`config.mk`:
```
export PLATFORM = sky130hd
export DESIGN_NAME = spi_reg_top
export DESIGN_NICKNAME = d
export VERILOG_FILES = /design/src/hdl/spi_reg_pkg.sv /design/src/hdl/spi_frame_slave.sv /design/src/hdl/ctrl_reg_bank.sv /design/src/hdl/periph_router.sv /design/src/hdl/spi_reg_top.sv
export VERILOG_INCLUDE_DIRS = /design/src /design/src/hdl
export SDC_FILE = /design/constraint.sdc
export NUM_CORES = 1
export LEC_CHECK = 0
export ABC_AREA = 1
export BUFFER_PORTS_ARGS = -buffer_cell sky130_fd_sc_hd__buf_2
export CORE_MARGIN = 8
export CORE_UTILIZATION = 40
export DETAILED_ROUTE_END_ITERATION = 16
export PLACE_DENSITY_LB_ADDON = 0.3
export SLEW_MARGIN = 20
export SYNTH_ARGS = -nofsm -noshare
export SYNTH_HDL_FRONTEND = slang
export SYNTH_HIERARCHICAL = 1
export SYNTH_SLANG_ARGS = --single-unit
```
`constraint.sdc`:
```
create_clock -name cs -period 1.85 [get_ports cs]
set_input_delay 0.2775 -clock cs [delete_from_list [all_inputs] [get_ports cs]]
set_output_delay 0.2775 -clock cs [all_outputs]
set_load 0.03 [all_outputs]
```
`src/hdl/spi_reg_config.svh`:
```
////////////////////
// spi register bank configuration
// frame geometry, peripheral count and select polarity
////////////////////

`ifndef SPI_REG_CONFIG_SVH
`define SPI_REG_CONFIG_SVH

////////////////////
// frame geometry

// bits in one complete spi frame
`define FRAME_BITS 16

// first byte of the frame is the register address
`define ADDR_BITS 8

////////////////////
// peripheral routing

// number of routed chip select lines
`define NUM_PERIPH 8

// 1 marks a select line that is active high
// 4094 strobes sit on lines 4 to 6
`define SEL_POLARITY 8'b0111_0000

`endif

```
`src/hdl/spi_reg_pkg.sv`:
```
////////////////////
// spi register bank types
// register addresses, frame layout, control register set
////////////////////

`include "spi_reg_config.svh"

package spi_reg_pkg;

  ////////////////////
  // address byte decode

  // plain registers plus two command addresses
  typedef enum logic [`ADDR_BITS-1:0] {
    // power-up clear command
    REG_PWRUP    = 8'd6,
    REG_LED      = 8'd7,
    // peripheral route select
    REG_ROUTE    = 8'd8,
    REG_AUX      = 8'd9,
    REG_DAC      = 8'd10,
    // soft reset command
    REG_SOFT_RST = 8'd11,
    REG_ADC      = 8'd14
  } reg_addr_e;

  ////////////////////
  // committed frame

  // addr arrives first so it sits in the upper byte
  typedef struct packed {
    reg_addr_e                        addr;
    logic [`FRAME_BITS-`ADDR_BITS-1:0] data;
  } spi_frame_t;

  ////////////////////
  // control outputs

  // four bit fields, each updated by set/clear/toggle
  typedef struct packed {
    logic [3:0] led;
    logic [3:0] aux;
    logic [3:0] dac;
    logic [3:0] adc;
  } ctrl_regs_t;

endpackage

```
`src/hdl/spi_frame_slave.sv`:
```
////////////////////
// spi frame slave
// samples the spi pins in the system clock, shifts in a
// 16 bit frame, shifts out read data, commits on select rise
////////////////////

`timescale 1ns/100ps

`include "spi_reg_config.svh"

module spi_frame_slave (
  input  logic                   cs,
  input  logic                   rst_n,
  input  logic                   sck,
  input  logic                   mosi,
  input  logic                   sel_n,
  output logic                   sdo,
  output spi_reg_pkg::reg_addr_e rd_addr,
  input  logic [7:0]             rd_data,
  output spi_reg_pkg::spi_frame_t frame,
  output logic                   frame_valid
);

  ////////////////////
  // pin synchronizers

  // [0] and [1] form the synchronizer, [2] holds the previous value
  logic [2:0] sck_q;
  logic [2:0] sel_q;
  logic [1:0] mosi_q;

  logic sck_rise;
  logic sck_fall;
  logic sel_rise;
  logic sel_idle;

  // bit counter saturates so long frames never wrap back to 16
  logic [4:0]             bit_cnt;
  logic [`FRAME_BITS-1:0] shift_in;
  logic [7:0]             shift_out;
  logic                   load_pend;

  always_ff @(posedge cs or negedge rst_n)
  begin
    if (!rst_n)
    begin
      sck_q  <= 3'b000;
      // select idles high
      sel_q  <= 3'b111;
      mosi_q <= 2'b00;
    end
    else
    begin
      sck_q  <= {sck_q[1:0], sck};
      sel_q  <= {sel_q[1:0], sel_n};
      mosi_q <= {mosi_q[0], mosi};
    end
  end

  // edges seen one cycle after the synchronizer output
  assign sck_rise = sck_q[1] & ~sck_q[2];
  assign sck_fall = ~sck_q[1] & sck_q[2];
  assign sel_rise = sel_q[1] & ~sel_q[2];
  assign sel_idle = sel_q[1];

  ////////////////////
  // shift in, shift out

  // low byte holds the address once 8 bits are in
  assign rd_addr = spi_reg_pkg::reg_addr_e'(shift_in[`ADDR_BITS-1:0]);

  always_ff @(posedge cs or negedge rst_n)
  begin
    if (!rst_n)
    begin
      bit_cnt   <= '0;
      shift_in  <= '0;
      shift_out <= '0;
      load_pend <= 1'b0;
      sdo       <= 1'b0;
    end
    else if (sel_idle)
    begin
      // everything held cleared while not selected
      bit_cnt   <= '0;
      shift_in  <= '0;
      shift_out <= '0;
      load_pend <= 1'b0;
      sdo       <= 1'b0;
    end
    else
    begin
      load_pend <= 1'b0;

      // mosi sampled msb first on sck rise
      if (sck_rise)
      begin
        shift_in <= {shift_in[`FRAME_BITS-2:0], mosi_q[1]};
        if (bit_cnt != 5'h1f)
          bit_cnt <= bit_cnt + 5'd1;
        // 8th bit arriving completes the address byte next cycle
        if (bit_cnt == 5'(`ADDR_BITS - 1))
          load_pend <= 1'b1;
      end

      // read data captured the cycle after the 8th rise
      if (load_pend)
        shift_out <= rd_data;
      else if (sck_fall && bit_cnt >= 5'(`ADDR_BITS))
      begin
        // data phase shifts msb first with zero fill
        sdo       <= shift_out[7];
        shift_out <= {shift_out[6:0], 1'b0};
      end
    end
  end

  ////////////////////
  // frame commit

  // only an exact 16 bit frame is handed on
  always_ff @(posedge cs or negedge rst_n)
  begin
    if (!rst_n)
      frame_valid <= 1'b0;
    else
      frame_valid <= sel_rise && (bit_cnt == 5'(`FRAME_BITS));
  end

  // payload qualified by frame_valid
  always_ff @(posedge cs)
  begin
    if (sel_rise)
      frame <= spi_reg_pkg::spi_frame_t'(shift_in);
  end

endmodule

```
`src/hdl/ctrl_reg_bank.sv`:
```
////////////////////
// control register bank
// set/clear/toggle registers, route register, commands
// and combinational read-back
////////////////////

`timescale 1ns/100ps

module ctrl_reg_bank (
  input  logic                    cs,
  input  logic                    rst_n,
  input  spi_reg_pkg::spi_frame_t frame,
  input  logic                    frame_valid,
  input  spi_reg_pkg::reg_addr_e  rd_addr,
  output logic [7:0]              rd_data,
  output logic [7:0]              route,
  output spi_reg_pkg::ctrl_regs_t ctrl
);

  // dac lines idle high out of reset
  localparam spi_reg_pkg::ctrl_regs_t CTRL_RESET = '{
    led: 4'h0,
    aux: 4'h0,
    dac: 4'hf,
    adc: 4'h0
  };

  ////////////////////
  // set/clear update

  // overlap of set and clear toggles those bits
  // otherwise set first, then clear wins
  function automatic logic [3:0] set_clr(
    input logic [3:0] old_val,
    input logic [3:0] set_bits,
    input logic [3:0] clr_bits
  );
    logic [3:0] both;
    both = set_bits & clr_bits;
    if (both != 4'h0)
      set_clr = old_val ^ both;
    else
      set_clr = (old_val | set_bits) & ~clr_bits;
  endfunction

  logic [3:0] set_bits;
  logic [3:0] clr_bits;

  // low nibble sets, high nibble clears
  assign set_bits = frame.data[3:0];
  assign clr_bits = frame.data[7:4];

  ////////////////////
  // write decode

  always_ff @(posedge cs or negedge rst_n)
  begin
    if (!rst_n)
    begin
      ctrl  <= CTRL_RESET;
      // route 0 means no peripheral
      route <= 8'h00;
    end
    else if (frame_valid)
    begin
      case (frame.addr)
        spi_reg_pkg::REG_ROUTE:
          route <= frame.data;
        spi_reg_pkg::REG_LED:
          ctrl.led <= set_clr(ctrl.led, set_bits, clr_bits);
        spi_reg_pkg::REG_AUX:
          ctrl.aux <= set_clr(ctrl.aux, set_bits, clr_bits);
        spi_reg_pkg::REG_DAC:
          ctrl.dac <= set_clr(ctrl.dac, set_bits, clr_bits);
        spi_reg_pkg::REG_ADC:
          ctrl.adc <= set_clr(ctrl.adc, set_bits, clr_bits);
        spi_reg_pkg::REG_SOFT_RST:
        begin
          // aux kept across soft reset
          ctrl.led <= 4'h0;
          ctrl.dac <= 4'h0;
          ctrl.adc <= 4'h0;
          route    <= 8'h00;
        end
        spi_reg_pkg::REG_PWRUP:
        begin
          // dac already set up before rails come on, leave it
          ctrl.led <= 4'h0;
          ctrl.adc <= 4'h0;
        end
        default:
        begin
          // unknown address, nothing written
        end
      endcase
    end
  end

  ////////////////////
  // read-back

  // commands and unknown addresses read as zero
  always_comb
  begin
    rd_data = 8'h00;
    case (rd_addr)
      spi_reg_pkg::REG_LED:
        rd_data = {4'h0, ctrl.led};
      spi_reg_pkg::REG_AUX:
        rd_data = {4'h0, ctrl.aux};
      spi_reg_pkg::REG_DAC:
        rd_data = {4'h0, ctrl.dac};
      spi_reg_pkg::REG_ADC:
        rd_data = {4'h0, ctrl.adc};
      spi_reg_pkg::REG_ROUTE:
        rd_data = route;
      default:
        rd_data = 8'h00;
    endcase
  end

endmodule

```
`src/hdl/periph_router.sv`:
```
////////////////////
// peripheral router
// route value to one select line with per-line polarity
////////////////////

`timescale 1ns/100ps

`include "spi_reg_config.svh"

module periph_router (
  input  logic [7:0]             route,
  input  logic                   pass_n,
  input  logic [`NUM_PERIPH-1:0] periph_miso,
  output logic [`NUM_PERIPH-1:0] periph_sel,
  output logic                   periph_data
);

  logic [`NUM_PERIPH-1:0] hit;
  logic [`NUM_PERIPH-1:0] active;

  ////////////////////
  // route decode

  // value n picks line n-1
  // 0 and out of range values pick nothing
  always_comb
  begin
    hit = '0;
    for (int i = 0; i < `NUM_PERIPH; i++)
    begin
      if (route == 8'(i + 1))
        hit[i] = 1'b1;
    end
  end

  // only asserted during pass-through
  assign active = hit & {`NUM_PERIPH{~pass_n}};

  // xor with polarity, then invert
  // active low lines idle high, active high lines idle low
  assign periph_sel = ~(active ^ `SEL_POLARITY);

  ////////////////////
  // miso return

  // at most one bit of active is set
  assign periph_data = |(active & periph_miso);

endmodule

```
`src/hdl/spi_reg_top.sv`:
```
////////////////////
// spi register bank top
// frame slave, control registers, peripheral router
// and the shared miso output
////////////////////

`timescale 1ns/100ps

`include "spi_reg_config.svh"

module spi_reg_top (
  input  logic                    cs,
  input  logic                    rst_n,
  input  logic                    sck,
  input  logic                    mosi,
  input  logic                    sel_n,
  input  logic                    pass_n,
  input  logic [`NUM_PERIPH-1:0]  periph_miso,
  output logic                    miso,
  output logic [`NUM_PERIPH-1:0]  periph_sel,
  output spi_reg_pkg::ctrl_regs_t ctrl
);

  // slave to bank
  spi_reg_pkg::spi_frame_t frame;
  logic                    frame_valid;
  spi_reg_pkg::reg_addr_e  rd_addr;
  logic [7:0]              rd_data;

  // bank to router
  logic [7:0] route;

  // miso sources
  logic sdo;
  logic periph_data;

  ////////////////////
  // register path

  spi_frame_slave u_slave (
    .cs          (cs),
    .rst_n       (rst_n),
    .sck         (sck),
    .mosi        (mosi),
    .sel_n       (sel_n),
    .sdo         (sdo),
    .rd_addr     (rd_addr),
    .rd_data     (rd_data),
    .frame       (frame),
    .frame_valid (frame_valid)
  );

  ctrl_reg_bank u_bank (
    .cs          (cs),
    .rst_n       (rst_n),
    .frame       (frame),
    .frame_valid (frame_valid),
    .rd_addr     (rd_addr),
    .rd_data     (rd_data),
    .route       (route),
    .ctrl        (ctrl)
  );

  ////////////////////
  // pass-through path

  periph_router u_router (
    .route       (route),
    .pass_n      (pass_n),
    .periph_miso (periph_miso),
    .periph_sel  (periph_sel),
    .periph_data (periph_data)
  );

  // bank select has priority over pass-through
  // both idle drives 0
  assign miso = !sel_n  ? sdo :
                !pass_n ? periph_data :
                          1'b0;

endmodule

```
**Word-level counts from Yosys, hierarchy flattened**

Cells that the tools add are included.

- Bits in registers: 80
- Input port bits: 14
- Output and inout port bits: 25

- Equality and inequality tests: 24
- Add/subtract/negate cells: 1
- Magnitude comparators: 1
- Multiplexer cells: 33
- Reductions and logical operators: 20
- Bitwise gates (word level): 25

Operators by type and width:

| kind | count |
|---|---|
| 8-bit by 4-bit == test with 1-bit output (second input constant) | 10 |
| 8-bit by 3-bit == test with 1-bit output (second input constant) | 7 |
| 8-bit case mux with 5 select lines | 1 |
| 16-bit two-way mux | 2 |
| 8-bit two-way mux | 3 |
| 4-bit case mux with 2 select lines | 3 |
| 4-bit AND | 5 |
| 8-bit AND | 2 |
| 8-bit by 2-bit == test with 1-bit output (second input constant) | 2 |
| 1-bit two-way mux | 16 |
| 4-bit two-way mux | 4 |
| 4-bit bitwise OR | 4 |
| 8-bit case mux with 2 select lines | 1 |
| 4-bit XOR | 4 |
| 5-bit two-way mux | 3 |
| 2-bit AND reduction | 7 |
| 2-bit nonzero test | 7 |
| 8-bit by 1-bit == test with 1-bit output (second input constant) | 1 |
| 8-bit NOT | 1 |
| 8-bit OR reduction | 1 |
| 5-bit by 1-bit adder with 5-bit output (second input constant) | 1 |
| 5-bit by 3-bit == test with 1-bit output (second input constant) | 1 |
| 5-bit == test (second input constant) | 1 |
| 5-bit by 4-bit greater-or-equal comparator with 1-bit output (second input constant) | 1 |
| 10 further kinds | 16 |

**Depth between registers and ports, before layout**

- Depth in word-level cells: 7
- Mapped depth: 13

**Hierarchy**

The synthesis kept the hierarchy.

By module, submodules not included:

| module | sequential area each (um^2) | area an instance (um^2) | cells each | times used |
|---|---|---|---|---|
| spi_frame_slave | 1,485.2 | 2,273.4 | 210 | 1 |
| ctrl_reg_bank | 605.6 | 2,008.2 | 327 | 1 |
| periph_router | 0.0 | 198.9 | 44 | 1 |
| spi_reg_top | 0.0 | 20.0 | 5 | 1 |

**Worst setup path after synthesis**

No wires, ideal clock.

- Path type: reg2out
- Start point: register u_bank.route[7]
- End point: output periph_sel[4]
- Required time: 1.572 ns
- Stages on the path, launching flop included: 6
- Arrival: 1.448 ns
- Setup slack: 0.124 ns
- Buffers on the path: 0
- Path through: dfrtp_1 nor2_2 nand2_2 nor2_2 inv_1 nor3_1

- Cells in the longest elaborated chain, start to end: 5

RTL lines:

| item | line | text |
|---|---|---|
| start: declaration | ctrl_reg_bank.sv:16 | `output logic [7:0] route,` |
| start signal: assignment | ctrl_reg_bank.sv:68 | `route <= frame.data;` |
| 8-bit by 3-bit == test with 1-bit output | periph_router.sv:31 | `if (route == 8'(i + 1))` |
| 1-bit two-way mux | periph_router.sv:31 |  |
| 8-bit AND | periph_router.sv:37 | `` assign active = hit & {`NUM_PERIPH{~pass_n}}; `` |
| 3-bit NOT (no source line) | - |  |
| 8-bit NOT | periph_router.sv:41 | `` assign periph_sel = ~(active ^ `SEL_POLARITY); `` |
| end: declaration | spi_reg_top.sv:20 | `` output logic [`NUM_PERIPH-1:0] periph_sel, `` |

Every way passes these cells.

**Final worst setup path**

- Start point: register u_bank.route[6]
- End point: output miso

- Cells in the longest elaborated chain, start to end: 7

RTL lines:

| item | line | text |
|---|---|---|
| 8-bit by 1-bit == test with 1-bit output (tied with other cells) | periph_router.sv:31 |  |
| 1-bit two-way mux | periph_router.sv:31 |  |
| 8-bit AND (*) | periph_router.sv:37 |  |
| 8-bit AND (*) | periph_router.sv:47 | `assign periph_data = \|(active & periph_miso);` |
| 8-bit OR reduction (*) | periph_router.sv:47 |  |
| named net periph_data | spi_reg_top.sv:35 | `logic periph_data;` |
| 1-bit two-way mux (*) | spi_reg_top.sv:78 | `!pass_n ? periph_data :` |
| 1-bit two-way mux (*) | spi_reg_top.sv:77 | `assign miso = !sel_n ? sdo :` |
| end: declaration | spi_reg_top.sv:19 | `output logic miso,` |

Mark *: on every way through the listed nets, which the timed path passes. The rest lies on a longest branch.

==> flow_metrics.py <==
metrics = {
    "die": {
        "rows": 38,
        "dieArea_sq_mm": 0.0149,
        "core_sq_mm": 0.0109,
        "die_w_um": 122,
        "start_util_pct": 41.3,
        "die_y_um": 122,
        "num_io_pins": 39,
    },
    "power_and_ir_drop": {
        "p_per_area_mw_per_mm2": 622,
        "p_leak_nw": 2.57,
        "finalPower_w": 0.00322,
        "ir_drop_v": 0.000545,
    },
    "run_status": {
        "failed_checks": "setup timing",
        "status": "complete, but fails checks",
    },
    "finish": {
        "seqCellArea_sq_mm": 0.00209,
        "nFillCells": 1047,
        "final_layout_size_suffix_gt1_share_pct": 21.1,
        "antennaDiodeCount": 0,
        "nets": 660,
        "finish.instance_area_sq_mm": 0.00518,
        "multi_input_area_sq_mm": 0.00202,
        "area_growth_pct": 15.1,
        "utilization_pct": 47.6,
    },
    "placed_design": {
        "portBuffers": 38,
        "gp_congestion": 0.950,
        "place_ws_ns": 0.181,
        "dp_hpwl_mm": 8.10,
        "dpl_cell_area_sq_mm": 0.00486,
    },
    "timing": {
        "worst_pin_slew_ns": 0.491,
        "min_period_over_period_pct": 108,
        "rsz0062_at_grt": "true",
        "maxSlewViolCount": 0,
        "fin_ws_ns": -0.152,
        "final.min_clock_period_ns": 2.00,
        "finalHoldViolCount": 0,
        "maxSlewHeadroom_pct": 67.3,
        "fin_tns_setup_ns": -0.348,
        "finalClockSkew_ns": 0.00696,
        "setup_viol": 4,
        "timing.fmax_mhz": 499,
    },
    "route": {
        "routedWlPerCell_um": 14.1,
        "drc": 0,
        "drtIter0Drc": 347,
        "dr.pass1.iters": 4,
        "routed_wl_mm": 11.1,
        "num_vias": 3900,
        "ant_nets": 0,
        "viasPerCell": 4.95,
    },
    "global_route": {
        "track_usage_pct": 15.4,
        "antenna_found_initial": 0,
        "grt_first_pass_wirelength_mm": 18.5,
        "grt_max_degree": 28,
        "grt_pass1_vias": 3814,
        "grt-ovfl-total": 0,
    },
    "critical_path": {
        "crit_fanout": 4,
        "critPathKind": "flip-flop to output pin",
        "endpoint_kind": "output pin",
        "arrival_ns": 1.72,
        "critPathRequiredTime_ns": 1.57,
        "worst_setup_path_start_kind": "flip-flop",
    },
    "synth": {
        "synth_top_area_share_pct": 31.7,
        "ys_types": 29,
        "ys_warn_count": 6,
        "syn_avg_cell_area_sq_um": 7.68,
        "synthMuxAreaShare_pct": 0,
        "synth_top_family_by_area": "simple AND/OR/NAND/NOR gates",
        "synthAdderAreaFrac_pct": 0.834,
        "syn_inst": 586,
        "synth_seq_area_share_pct": 46.5,
        "synth_xor_area_share_pct": 1.75,
        "yosys.area_share.simple_pct": 34.7,
        "netlist_area_sq_mm": 0.00450,
        "ys_ff_latch": 80,
        "synth_area_leader_cell": "dfrtp_1",
        "synth_area_leaders": "dfrtp_1 32%, nand2_1 14%, edfxtp_1 11%",
        "synthesis.nets": 603,
        "synth-compound-area-share_pct": 6.53,
    },
    "clocking": {
        "cts_buffers": 9,
        "cts_tree": "yes",
        "cts_sinks": 80,
        "clk_latency_ns": 0.36,
        "htree_levels": 3,
        "cts_buffer_depth": 2,
        "cts.clk_slew.worst_paths_ns": 0.08,
        "root_buffer": "clkbuf_8",
    },
    "flow_run": {
        "drv_cap": 0,
    },
    "min_path": {
        "hold_class": "input pin to flip-flop",
    },
}
[registers in the layout (all words and copies together), names as in the netlist]
register / count
u_slave/shift_in: 16
u_slave/sck_q: 3
u_bank/route: 8
u_bank/ctrl: 16
u_slave/mosi_q: 2
u_slave/bit_cnt: 5
u_slave/frame: 16
u_slave/sel_q: 3
u_slave/load_pend: 1
u_slave/frame_valid: 1
u_slave/shift_out: 8
u_slave/sdo: 1
[timing repair]
action / in CTS / in global routing
hold endpoints to repair: 18 / 0
gates cloned: 0 / 0
buffers inserted: 5 / 2
hold buffers: 3 / 0
endpoints found under the setup margin: 3 / 7
pin swaps: 2 / 9
gates resized for setup: 7 / 16
[worst max-delay path: stages (launching register included)]
cell,delay [ns]
dfrtp_1,0.40
nor2_2,0.16
nand2_4,0.10
nor2_4,0.16
nand3_2,0.10
nand2_2,0.09
nor2_2,0.03
nand2_1,0.06
nand3_2,0.07
nand2_2,0.07
buf_6,0.12
[final timing paths]
check | startpoint | end | slack (ns) | depth (start not counted)
worst min-delay path | sel_n | u_slave/sel_q[0] | 0.03 | 1
worst max register to register | u_slave/bit_cnt[0] | u_slave/bit_cnt[3] | 0.22 | 8
worst max-delay path | u_bank/route[6] | miso | -0.15 | 10
min in group asynchronous | rst_n | u_slave/sck_q[2] | 0.40 | 2
max in group asynchronous | rst_n | u_bank/ctrl[6] | 0.86 | 3
worst min register to register | u_slave/sck_q[0] | u_slave/sck_q[1] | 0.35 | 0
[cells in the mapped netlist, drive strengths merged]
library cell / n
nand4: 6
o31ai: 8
a21oi: 3
dfstp: 7
edfxtp: 16
inv: 69
nand2: 181
buf: 22
nor2: 82
dfrtp: 57
o21ai: 43
and2: 1
xnor2: 1
or2: 1
nand3: 73
xor2: 8
ha: 3
nor3: 5
[cell type report]
type / instances / area share, %
Sequential cell: 80 / 40.4
Multi-Input combinational cell: 415 / 39.0
Timing Repair Buffer: 68 / 9.01
Inverter: 69 / 5.00
Tap cell: 140 / 3.38
Clock buffer: 11 / 2.54
Clock inverter: 5 / 0.652
[layer usage]
layer / vias up / routed length, um / track usage (%)
met2: 83 / 5380 / 25.9
met4: 0 / 208 / 5.26
met1: 1833 / 4980 / 18.9
met5: - / 0 / 0
li1: 1968 / - / -
met3: 16 / 522 / 3.70
[cell usage in the layout, fill, tap and decap left out, drive strengths merged]
cell	instances
nand3	73
xnor2	1
clkinv	2
dfrtp	57
buf	65
dfstp	7
or2	1
inv	70
dlygate4sd3	3
and2	1
clkinvlp	2
nand2	181
clkbuf	11
o31ai	8
nor2	82
nor3	5
xor2	8
nand4	6
edfxtp	16
o21ai	43
ha	3
a21oi	3
[cells by family (layout without fill, tap and decap cells)]
logic type,Yosys count,in the layout
buffers and inverters,91,153
xor gates and xnor gates,9,9
and+or+nand+nor,349,349
AOI/OAI and AO/OA,54,54
DFF,80,80
adders and majority gates,3,3
[through the flow]
step,hold slack (ns),cells
2_1_floorplan,-0.0181,586
3_3_place_gp,0.260,762
3_5_place_dp,0.266,762
4_1_cts,0.0101,786
5_1_grt,0.00807,788
6_report,0.0340,788
[report_power, final]
part           internal [W]  switching (W)  total, W
combinational     0.0000839       0.000165  0.000248
clock              0.000488       0.000648   0.00114
sequential          0.00182      0.0000175   0.00184
total               0.00239       0.000830   0.00322
Note: power is estimated with default switching activity, not from simulation.
